**config.mk**
```make
export PLATFORM = sky130hd
export DESIGN_NAME = uart_apb_top
export DESIGN_NICKNAME = d
export VERILOG_FILES = /design/src/uart_apb_pkg.sv /design/src/reg_bus_if.sv /design/src/apb_decode.sv /design/src/register_file.sv /design/src/uart_apb_top.sv /design/src/uart_rx.sv /design/src/uart_status.sv /design/src/uart_tx.sv
export SDC_FILE = /design/constraint.sdc
export NUM_CORES = 1
export LEC_CHECK = 0
export BUFFER_PORTS_ARGS = -buffer_cell sky130_fd_sc_hd__buf_4
export CAP_MARGIN = 0
export CELL_PAD_IN_SITES_DETAIL_PLACEMENT = 1
export CELL_PAD_IN_SITES_GLOBAL_PLACEMENT = 2
export CORE_UTILIZATION = 46
export CTS_CLUSTER_DIAMETER = 60
export DETAILED_ROUTE_END_ITERATION = 7
export GPL_TIMING_DRIVEN = 0
export PLACE_DENSITY = 0.85
export SLEW_MARGIN = 30
export SYNTH_ARGS = -nofsm -noshare
export SYNTH_HDL_FRONTEND = slang
export SYNTH_HIERARCHICAL = 1
export SYNTH_SLANG_ARGS = --single-unit
```
**constraint.sdc**
```tcl
create_clock -name clk -period 6 [get_ports clk]
set_input_delay 1.5 -clock clk [delete_from_list [all_inputs] [get_ports clk]]
set_output_delay 1.5 -clock clk [all_outputs]
set_load 0.02 [all_outputs]
```
**src/uart_apb_pkg.sv**
```systemverilog
package uart_apb_pkg;

    typedef logic [11:0] reg_addr_t;
    typedef logic [31:0] reg_word_t;
    typedef logic [3:0]  byte_strb_t;
    typedef logic [7:0]  uart_byte_t;
    typedef logic [15:0] baud_div_t;   // Clock cycles per serial bit.

    // Register map in byte offsets.
    localparam reg_addr_t ADDR_TDR = 12'h000;
    localparam reg_addr_t ADDR_RDR = 12'h004;
    localparam reg_addr_t ADDR_LCR = 12'h008;
    localparam reg_addr_t ADDR_OCR = 12'h00C;
    localparam reg_addr_t ADDR_LSR = 12'h010;
    localparam reg_addr_t ADDR_FCR = 12'h014;
    localparam reg_addr_t ADDR_IER = 12'h018;
    localparam reg_addr_t ADDR_IIR = 12'h01C;
    localparam reg_addr_t ADDR_HCR = 12'h020;

    localparam int OCR_START     = 1;
    localparam int FCR_RX_EN     = 0;
    localparam int HCR_LOOPBACK  = 0;
    localparam int LSR_RX_VALID  = 0;
    localparam int LSR_TX_BUSY   = 1;
    localparam int LSR_FRAME_ERR = 2;

    // Shared by IER and IIR.
    localparam int INT_RX = 0;
    localparam int INT_TX = 1;

    typedef enum logic [1:0] {IDLE, ACCESS, DONE} apb_state_e;

    typedef enum logic [1:0] {TX_IDLE, TX_START, TX_DATA, TX_STOP} tx_state_e;

    typedef enum logic [1:0] {RX_IDLE, RX_START, RX_DATA, RX_STOP} rx_state_e;

endpackage

```
**src/reg_bus_if.sv**
```systemverilog
`timescale 1ns/1ps

interface reg_bus_if import uart_apb_pkg::*; ();

    reg_addr_t  addr;
    logic       wr_rd;      // High for a write.
    logic       en;         // One-cycle access pulse.
    reg_word_t  wdata;
    byte_strb_t strobe;
    reg_word_t  rdata;
    logic       addr_err;

    modport decode (
        output addr, wr_rd, en, wdata, strobe,
        input  rdata, addr_err
    );

    modport regs (
        input  addr, wr_rd, en, wdata, strobe,
        output rdata, addr_err
    );

endinterface

```
**src/apb_decode.sv**
```systemverilog
`timescale 1ns/1ps

module apb_decode import uart_apb_pkg::*; (
    input  logic       clk,
    input  logic       reset_n,
    input  logic       psel_i,
    input  logic       penable_i,
    input  logic       pwrite_i,
    input  reg_addr_t  paddr_i,
    input  reg_word_t  pwdata_i,
    input  byte_strb_t pstrb_i,
    output reg_word_t  prdata_o,
    output logic       pready_o,
    output logic       pslverr_o,
    reg_bus_if.decode  bus
);

    apb_state_e state, state_nxt;
    logic       access;

    assign access = psel_i & penable_i;

    always_ff @(posedge clk or negedge reset_n) begin
        if (!reset_n) begin
            state <= IDLE;
        end else begin
            state <= state_nxt;
        end
    end

    always_comb begin
        state_nxt = state;
        case (state)
            IDLE:    if (psel_i && !penable_i) state_nxt = ACCESS;   // Setup phase seen.
            ACCESS: begin
                if (access) begin
                    state_nxt = DONE;
                end else if (!psel_i) begin
                    state_nxt = IDLE;
                end
            end
            DONE:    state_nxt = IDLE;
            default: state_nxt = IDLE;
        endcase
    end

    assign bus.addr   = paddr_i;
    assign bus.wr_rd  = pwrite_i;
    assign bus.wdata  = pwdata_i;
    assign bus.strobe = pstrb_i;
    assign bus.en     = (state == ACCESS) & access;   // First access cycle only.

    assign pready_o  = (state == DONE);
    assign prdata_o  = bus.rdata;
    assign pslverr_o = pready_o & bus.addr_err;

    a_pready_in_access: assert property (@(posedge clk) disable iff (!reset_n)
        pready_o |-> (psel_i && penable_i));

endmodule

```
**src/register_file.sv**
```systemverilog
`timescale 1ns/1ps

module register_file import uart_apb_pkg::*; (
    input  logic      clk,
    input  logic      reset_n,
    reg_bus_if.regs   bus,
    output reg_word_t tdr_o,
    output reg_word_t lcr_o,
    output reg_word_t ocr_o,
    output reg_word_t fcr_o,
    output reg_word_t ier_o,
    output reg_word_t hcr_o,
    input  reg_word_t rdr_i,
    input  reg_word_t lsr_i,
    input  reg_word_t iir_i,
    output logic      rdr_read_o
);

    logic wr_en;
    logic rd_en;

    // Replace only the strobed byte lanes.
    function automatic reg_word_t merge_bytes(reg_word_t old_w, reg_word_t new_w,
                                              byte_strb_t strb);
        reg_word_t res;
        res = old_w;
        for (int i = 0; i < 4; i++) begin
            if (strb[i]) begin
                res[8*i +: 8] = new_w[8*i +: 8];
            end
        end
        return res;
    endfunction

    assign wr_en = bus.en & bus.wr_rd;
    assign rd_en = bus.en & ~bus.wr_rd;

    assign rdr_read_o = rd_en & (bus.addr == ADDR_RDR);

    always_ff @(posedge clk or negedge reset_n) begin
        if (!reset_n) begin
            tdr_o        <= '0;
            lcr_o        <= '0;
            ocr_o        <= '0;
            fcr_o        <= '0;
            ier_o        <= '0;
            hcr_o        <= '0;
            bus.rdata    <= '0;
            bus.addr_err <= 1'b0;
        end else begin
            if (ocr_o[OCR_START]) begin
                ocr_o[OCR_START] <= 1'b0;   // Start request lasts one cycle.
            end
            if (wr_en) begin
                bus.addr_err <= 1'b0;
                case (bus.addr)
                    ADDR_TDR: tdr_o <= merge_bytes(tdr_o, bus.wdata, bus.strobe);
                    ADDR_LCR: lcr_o <= merge_bytes(lcr_o, bus.wdata, bus.strobe);
                    ADDR_OCR: ocr_o <= merge_bytes(ocr_o, bus.wdata, bus.strobe);
                    ADDR_FCR: fcr_o <= merge_bytes(fcr_o, bus.wdata, bus.strobe);
                    ADDR_IER: ier_o <= merge_bytes(ier_o, bus.wdata, bus.strobe);
                    ADDR_HCR: hcr_o <= merge_bytes(hcr_o, bus.wdata, bus.strobe);
                    ADDR_RDR, ADDR_LSR, ADDR_IIR: bus.addr_err <= 1'b1;   // Read-only.
                    default:  bus.addr_err <= 1'b1;
                endcase
            end else if (rd_en) begin
                bus.addr_err <= 1'b0;
                case (bus.addr)
                    ADDR_TDR: bus.rdata <= tdr_o;
                    ADDR_RDR: bus.rdata <= rdr_i;
                    ADDR_LCR: bus.rdata <= lcr_o;
                    ADDR_OCR: bus.rdata <= ocr_o;
                    ADDR_LSR: bus.rdata <= lsr_i;
                    ADDR_FCR: bus.rdata <= fcr_o;
                    ADDR_IER: bus.rdata <= ier_o;
                    ADDR_IIR: bus.rdata <= iir_i;
                    ADDR_HCR: bus.rdata <= hcr_o;
                    default: begin
                        bus.rdata    <= '0;
                        bus.addr_err <= 1'b1;
                    end
                endcase
            end
        end
    end

    a_start_one_cycle: assert property (@(posedge clk) disable iff (!reset_n)
        ocr_o[OCR_START] |=> !ocr_o[OCR_START]);

endmodule

```
**src/uart_apb_top.sv**
```systemverilog
`timescale 1ns/1ps

module uart_apb_top import uart_apb_pkg::*; #(
    parameter int SYNC_STAGES = 2
) (
    input  logic       clk,
    input  logic       reset_n,
    input  logic       psel_i,
    input  logic       penable_i,
    input  logic       pwrite_i,
    input  reg_addr_t  paddr_i,
    input  reg_word_t  pwdata_i,
    input  byte_strb_t pstrb_i,
    output reg_word_t  prdata_o,
    output logic       pready_o,
    output logic       pslverr_o,
    output logic       uart_tx_o,
    input  logic       uart_rx_i,
    output logic       irq_o
);

    reg_word_t  tdr, lcr, ocr, fcr, ier, hcr;
    reg_word_t  rdr, lsr, iir;
    uart_byte_t rx_data;
    logic       rdr_read;
    logic       tx_busy;
    logic       rx_valid;
    logic       frame_err;

    reg_bus_if bus ();

    assign rdr = {24'd0, rx_data};

    apb_decode u_decode (
        .clk(clk), .reset_n(reset_n),
        .psel_i(psel_i), .penable_i(penable_i), .pwrite_i(pwrite_i),
        .paddr_i(paddr_i), .pwdata_i(pwdata_i), .pstrb_i(pstrb_i),
        .prdata_o(prdata_o), .pready_o(pready_o), .pslverr_o(pslverr_o),
        .bus(bus.decode)
    );

    register_file u_regs (
        .clk(clk), .reset_n(reset_n), .bus(bus.regs),
        .tdr_o(tdr), .lcr_o(lcr), .ocr_o(ocr), .fcr_o(fcr), .ier_o(ier), .hcr_o(hcr),
        .rdr_i(rdr), .lsr_i(lsr), .iir_i(iir), .rdr_read_o(rdr_read)
    );

    uart_tx u_tx (
        .clk(clk), .reset_n(reset_n),
        .start_i(ocr[OCR_START]), .data_i(tdr[7:0]), .divisor_i(lcr[15:0]),
        .tx_o(uart_tx_o), .busy_o(tx_busy)
    );

    uart_rx #(.SYNC_STAGES(SYNC_STAGES)) u_rx (
        .clk(clk), .reset_n(reset_n),
        .rx_i(uart_rx_i), .loop_tx_i(uart_tx_o), .loopback_i(hcr[HCR_LOOPBACK]),
        .enable_i(fcr[FCR_RX_EN]), .divisor_i(lcr[15:0]), .rdr_read_i(rdr_read),
        .data_o(rx_data), .valid_o(rx_valid), .frame_err_o(frame_err)
    );

    uart_status u_status (
        .tx_busy_i(tx_busy), .rx_valid_i(rx_valid), .frame_err_i(frame_err),
        .ier_i(ier), .lsr_o(lsr), .iir_o(iir), .irq_o(irq_o)
    );

endmodule

```
**src/uart_rx.sv**
```systemverilog
`timescale 1ns/1ps

module uart_rx import uart_apb_pkg::*; #(
    parameter int SYNC_STAGES = 2
) (
    input  logic       clk,
    input  logic       reset_n,
    input  logic       rx_i,
    input  logic       loop_tx_i,
    input  logic       loopback_i,
    input  logic       enable_i,
    input  baud_div_t  divisor_i,
    input  logic       rdr_read_i,
    output uart_byte_t data_o,
    output logic       valid_o,
    output logic       frame_err_o
);

    rx_state_e              state;
    logic [SYNC_STAGES-1:0] sync;
    logic                   rx_s;
    logic                   rx_prev;
    baud_div_t              cnt;
    logic [2:0]             bit_idx;
    uart_byte_t             shift;
    logic                   bit_end;
    logic                   half_bit;

    assign rx_s     = sync[SYNC_STAGES-1];
    assign bit_end  = (cnt == divisor_i - 16'd1);
    assign half_bit = (cnt == (divisor_i >> 1));

    always_ff @(posedge clk or negedge reset_n) begin
        if (!reset_n) begin
            sync        <= '1;
            rx_prev     <= 1'b1;
            state       <= RX_IDLE;
            cnt         <= '0;
            bit_idx     <= '0;
            data_o      <= '0;
            valid_o     <= 1'b0;
            frame_err_o <= 1'b0;
        end else begin
            sync    <= {sync[SYNC_STAGES-2:0], loopback_i ? loop_tx_i : rx_i};
            rx_prev <= rx_s;
            cnt     <= cnt + 16'd1;
            if (rdr_read_i) begin
                valid_o <= 1'b0;
            end
            case (state)
                RX_IDLE: begin
                    cnt <= '0;
                    if (enable_i && rx_prev && !rx_s) state <= RX_START;   // Falling edge.
                end
                RX_START: if (half_bit) begin
                    cnt     <= '0;
                    bit_idx <= '0;
                    state   <= rx_s ? RX_IDLE : RX_DATA;   // Glitch returns to idle.
                end
                RX_DATA: if (bit_end) begin
                    cnt     <= '0;
                    shift   <= {rx_s, shift[7:1]};
                    bit_idx <= bit_idx + 3'd1;
                    if (bit_idx == 3'd7) state <= RX_STOP;
                end
                RX_STOP: if (bit_end) begin
                    data_o      <= shift;
                    valid_o     <= 1'b1;
                    frame_err_o <= ~rx_s;   // Stop bit must be high.
                    state       <= RX_IDLE;
                end
                default: state <= RX_IDLE;
            endcase
        end
    end

endmodule

```
**src/uart_status.sv**
```systemverilog
`timescale 1ns/1ps

module uart_status import uart_apb_pkg::*; (
    input  logic      tx_busy_i,
    input  logic      rx_valid_i,
    input  logic      frame_err_i,
    input  reg_word_t ier_i,
    output reg_word_t lsr_o,
    output reg_word_t iir_o,
    output logic      irq_o
);

    logic [1:0] pending;

    always_comb begin
        pending         = '0;
        pending[INT_RX] = rx_valid_i;
        pending[INT_TX] = ~tx_busy_i;   // Transmitter idle.

        lsr_o                = '0;
        lsr_o[LSR_RX_VALID]  = rx_valid_i;
        lsr_o[LSR_TX_BUSY]   = tx_busy_i;
        lsr_o[LSR_FRAME_ERR] = frame_err_i;

        iir_o      = '0;
        iir_o[1:0] = pending & ier_i[1:0];
    end

    assign irq_o = |iir_o;

endmodule

```
**src/uart_tx.sv**
```systemverilog
`timescale 1ns/1ps

module uart_tx import uart_apb_pkg::*; (
    input  logic       clk,
    input  logic       reset_n,
    input  logic       start_i,
    input  uart_byte_t data_i,
    input  baud_div_t  divisor_i,
    output logic       tx_o,
    output logic       busy_o
);

    tx_state_e  state;
    baud_div_t  cnt;
    logic [2:0] bit_idx;
    uart_byte_t shift;
    logic       bit_end;

    assign bit_end = (cnt == divisor_i - 16'd1);
    assign busy_o  = (state != TX_IDLE);

    always_ff @(posedge clk or negedge reset_n) begin
        if (!reset_n) begin
            state   <= TX_IDLE;
            cnt     <= '0;
            bit_idx <= '0;
            tx_o    <= 1'b1;   // Line idles high.
        end else begin
            cnt <= bit_end ? '0 : cnt + 16'd1;
            case (state)
                TX_IDLE: begin
                    cnt <= '0;
                    if (start_i) begin
                        shift <= data_i;
                        tx_o  <= 1'b0;   // Start bit.
                        state <= TX_START;
                    end
                end
                TX_START: if (bit_end) begin
                    tx_o    <= shift[0];   // LSB first.
                    shift   <= shift >> 1;
                    bit_idx <= '0;
                    state   <= TX_DATA;
                end
                TX_DATA: if (bit_end) begin
                    if (bit_idx == 3'd7) begin
                        tx_o  <= 1'b1;   // Stop bit.
                        state <= TX_STOP;
                    end else begin
                        tx_o    <= shift[0];
                        shift   <= shift >> 1;
                        bit_idx <= bit_idx + 3'd1;
                    end
                end
                TX_STOP: if (bit_end) state <= TX_IDLE;
                default: state <= TX_IDLE;
            endcase
        end
    end

    a_idle_high: assert property (@(posedge clk) disable iff (!reset_n)
        (state == TX_IDLE) |-> tx_o);

endmodule

```
==> metrics.md <==
| Metric | Value |
|---|---|
| Status | completed |
| Post-layout minimum cycle time | 4.360 ns |
| Worst Skew | around 0.015 ns |
| LEAKAGE | approximately 9.3 nW |
| Worst Setup Path Type | register to register |
| Synth area leader | dfrtp_1 |
| NumNets Final | about 1.7k |
| Initial Util | 0.4721 |
| Internal | about 0.0036 W |
| Least-Margin Pin Slew | 1.052 ns |
| Clock Pin Slew Worst Setup and Hold Paths | around 0.060 ns |
| Max VDD drop | between 0.15 and 0.2 mV |
| Final non-filler cell area | 19370 sq um |
| Cell Area, Placed | 18250 sq um |
| Starting DRT DRC Count | 775 |
| Clock latency on the worst-skew pair | between 0.5 and 0.6 ns |
| Vias in the first global route | around 13k |
| TritonCTS clock tree | built |
| Metal3 WL | between 3000 and 4000 microns |
| Final slew viol count | 0 |
| Top Ports | 90 |
| Mean Syn Cell Area | roughly 12 sq um |
| Overall global routing resource usage | 0.2925 |
| CTS Root Cell | clkbuf_16 |
| Top sig layer | met4 |
| Layout cells sized above 1 | 0.3333 |
| Die Area | ~38000 sq um |
| Met1 Wirelength | approximately 24000 microns |
| Clk pwr share | 0.428 |
| Nature of the critical path endpoint | register |
| Final Cycle Share | 0.7266 |
| Pwr Density | between 200 and 300 nW/um^2 |
| Sw power | 0.001300 W |
| Largest net degree at the start of global routing | 77 |
| Area grow syn2layout | 14.24% |
| CTS sink cnt | 299 |
| Synth Cell Area | about 17000 sq um |
| RSZ-0062 raised after global routing | false |
| CTS-repair resized insts | 0 |
| Met2 WL | approximately 25000 microns |
| Core area | 35910 sq um |
| Initial DRT Pass Iterations | 5 |
| N_diodes | 0 |
| ANT nets after route | 0 |
| Netlist cell types | ~90 |
| Logic pwr share | 0.130 |
| Synth Warn # | 6 |
| First-pass GRT wire length | slightly above 80000 microns |
| Slew margin rel. | 0.2985 |
| Cells after Synth | ~1.5k |
| Die Span Y | 194.0 microns |
| Switching Share | 0.2651 |
| Setup TNS | 0 ns |
| Total wire length | 53940 microns |
| Initial antenna violation count | 0 |
| Post-route DRC | 0 |
| GPL Wtd Cong | between 0.8 and 0.9 |
| Sequential area share after synthesis | 0.4463 |
| Post-CTS Setup Repair Bufs | 0 |
| Post-synthesis async set-or-reset flop share | 0.9465 |
| CP Data Required Time | approximately 6.2 ns |
| Yosys top cell area share | 0.4117 |
| Hpwl dp | 37200 microns |
| Maximum clock rate | approximately 230 MHz |
| # rows | 69 |
| Worst hold path type | register to register |
| Sequential cell fraction of total power | 0.442 |
| Setup violators final | 0 |
| CP Launch Type | register |
| Post-cts hold buffer count | 0 |
| Die Wd | around 190 microns |
| Hold slack | 0.3557 ns |
| Total CTS buffers | 35 |
| Max FO, Critical Path | 9 |
| Via count | 12.46k |
| Top cells by area, synth | dfrtp_1, mux2_2, buf_4, edfxtp_1, xor2_1 |
| Post-synth EDFFs | 16 |
| H-tree levels | 2 |
| Max-cap violations | 0 |
| Routed WL per cell | between 20 and 30 microns |
| #FFs+latches synth | around 300 |
| Main flop type after synthesis | dfrtp_1 |
| Port-buffer cells | 40 |
| WP data arrival | ~4.5 ns |
| Bufs on Longest Clock Path | 3 |
| Grt total ovfl | 0 |
| Final count of hold timing violations | 0 |
| Via/cell ratio | ~5.9 |
## metrics by stage
stage	total power (W)	worst slack (ns)	instances	util
2_1_floorplan	0.002637	2.461	1552	-
3_3_place_gp	0.002806	0.1234	2053	0.5050
3_5_place_dp	0.002833	1.631	2057	0.5080
4_1_cts	0.004936	1.657	2120	0.5391
5_1_grt	0.005114	1.387	2120	0.5394
6_report	0.004903	1.640	2120	0.5394
## flip-flops by register name, indices dropped and copies added (netlist names), 3 cells and up, named ones only
name	flops
u_tx/cnt	16
u_regs/fcr_o	32
u_regs/ier_o	32
u_tx/shift	8
u_regs/lcr_o	32
u_tx/bit_idx	3
u_regs/bus.rdata	32
u_regs/tdr_o	32
u_rx/bit_idx	3
u_rx/cnt	16
u_regs/hcr_o	32
u_regs/ocr_o	32
u_rx/shift	8
u_rx/data_o	8
## layer usage
layer	up-vias	global-route usage
met4	0	0.09142
li1	5545	-
met5	-	0
met1	6442	0.3976
met2	385	0.4650
met3	92	0.06523
## area by class of cell
| type | instances | area, sq um |
|---|---|---|
| timing repair buffer | 44 | 401.6 |
| inverter | 18 | 67.56 |
| clock buffer | 52 | 1032 |
| sequential | 299 | 7567 |
| buffer | 210 | 1404 |
| tap | 461 | 576.8 |
| fill | 3854 | 16540 |
| multi-input combinational | 1025 | 8238 |
| clock inverter | 11 | 83.83 |
## path summary, 6_finish.rpt
check | endpoint | from | slack, ns | depth (start not counted)
max reg2reg | u_tx/shift[1] | u_regs/lcr_o[0] | 1.64 | 10
max in group asynchronous | u_regs/ocr_o[29] | reset_n | 4.19 | 2
min in group asynchronous | u_rx/cnt[8] | reset_n | 0.97 | 1
min | u_rx/sync[1] | u_rx/sync[0] | 0.36 | 0
min reg2reg | u_rx/sync[1] | u_rx/sync[0] | 0.36 | 0
max | u_tx/shift[1] | u_regs/lcr_o[0] | 1.64 | 10
## cell usage after synthesis (11+ instances only)
library cell	n
o2bb2ai_1	11
mux2_2	210
dfrtp_1	279
xor2_1	45
a21oi_1	16
o21ai_0	36
a22oi_1	48
inv_1	18
buf_4	152
nand3_1	40
o22ai_1	20
nor3_1	25
xnor2_1	36
nand2_1	71
nor2_4	12
nor2_1	50
nor4_1	17
nor2b_1	11
buf_2	18
and3_1	15
clkbuf_1	33
a22o_1	24
a211oi_1	12
nand4_1	11
ha_1	13
mux2i_1	38
edfxtp_1	16
## layout by cell type (no fill, tap or decap), drive strengths merged, types with 29 or more instances in the layout
| cell type | instances |
|---|---|
| buf | 221 |
| mux2 | 215 |
| xnor2 | 36 |
| o21ai | 40 |
| conb | 83 |
| a22oi | 48 |
| xor2 | 45 |
| nand2 | 75 |
| nor2 | 72 |
| clkbuf | 85 |
| nand3 | 43 |
| nor3 | 29 |
| mux2i | 38 |
| dfrtp | 279 |
## power groups by stage
stage	Sequential, W	Clock (W)	Combinational, W
6_report	0.00217	0.00210	0.000639
5_1_grt	0.00217	0.00223	0.000710
4_1_cts	0.00217	0.00214	0.000636
3_5_place_dp	0.00220	0	0.000631
3_3_place_gp	0.00220	0	0.000608
2_1_floorplan	0.00218	0	0.000452
## worst max-delay path, cell delays in order, from the launching register on
cell and delay (ns):
dfrtp_1 0.56, inv_1 0.14, ha_1 0.21, nor2b_1 0.43, a31oi_1 0.14, or4_1 0.50
or4_1 0.53, nor4_2 0.35, nand3b_2 0.27, a21o_1 0.24, a21oi_1 0.61
## logic make-up after synthesis
family | count (synthesis) | synth area share
and+or+nand+nor | 344 | 0.1341
DFF | 299 | 0.4463
muxes | 261 | 0.1758
AOI/OAI and AO/OA | 243 | 0.1052
buffers and inverters | 228 | 0.08678
xor gates and xnor gates | 81 | 0.04184
adders and majority gates | 13 | 0.009593
other | 2 | 0.0004429
Note: power is estimated with default switching activity, not from simulation.
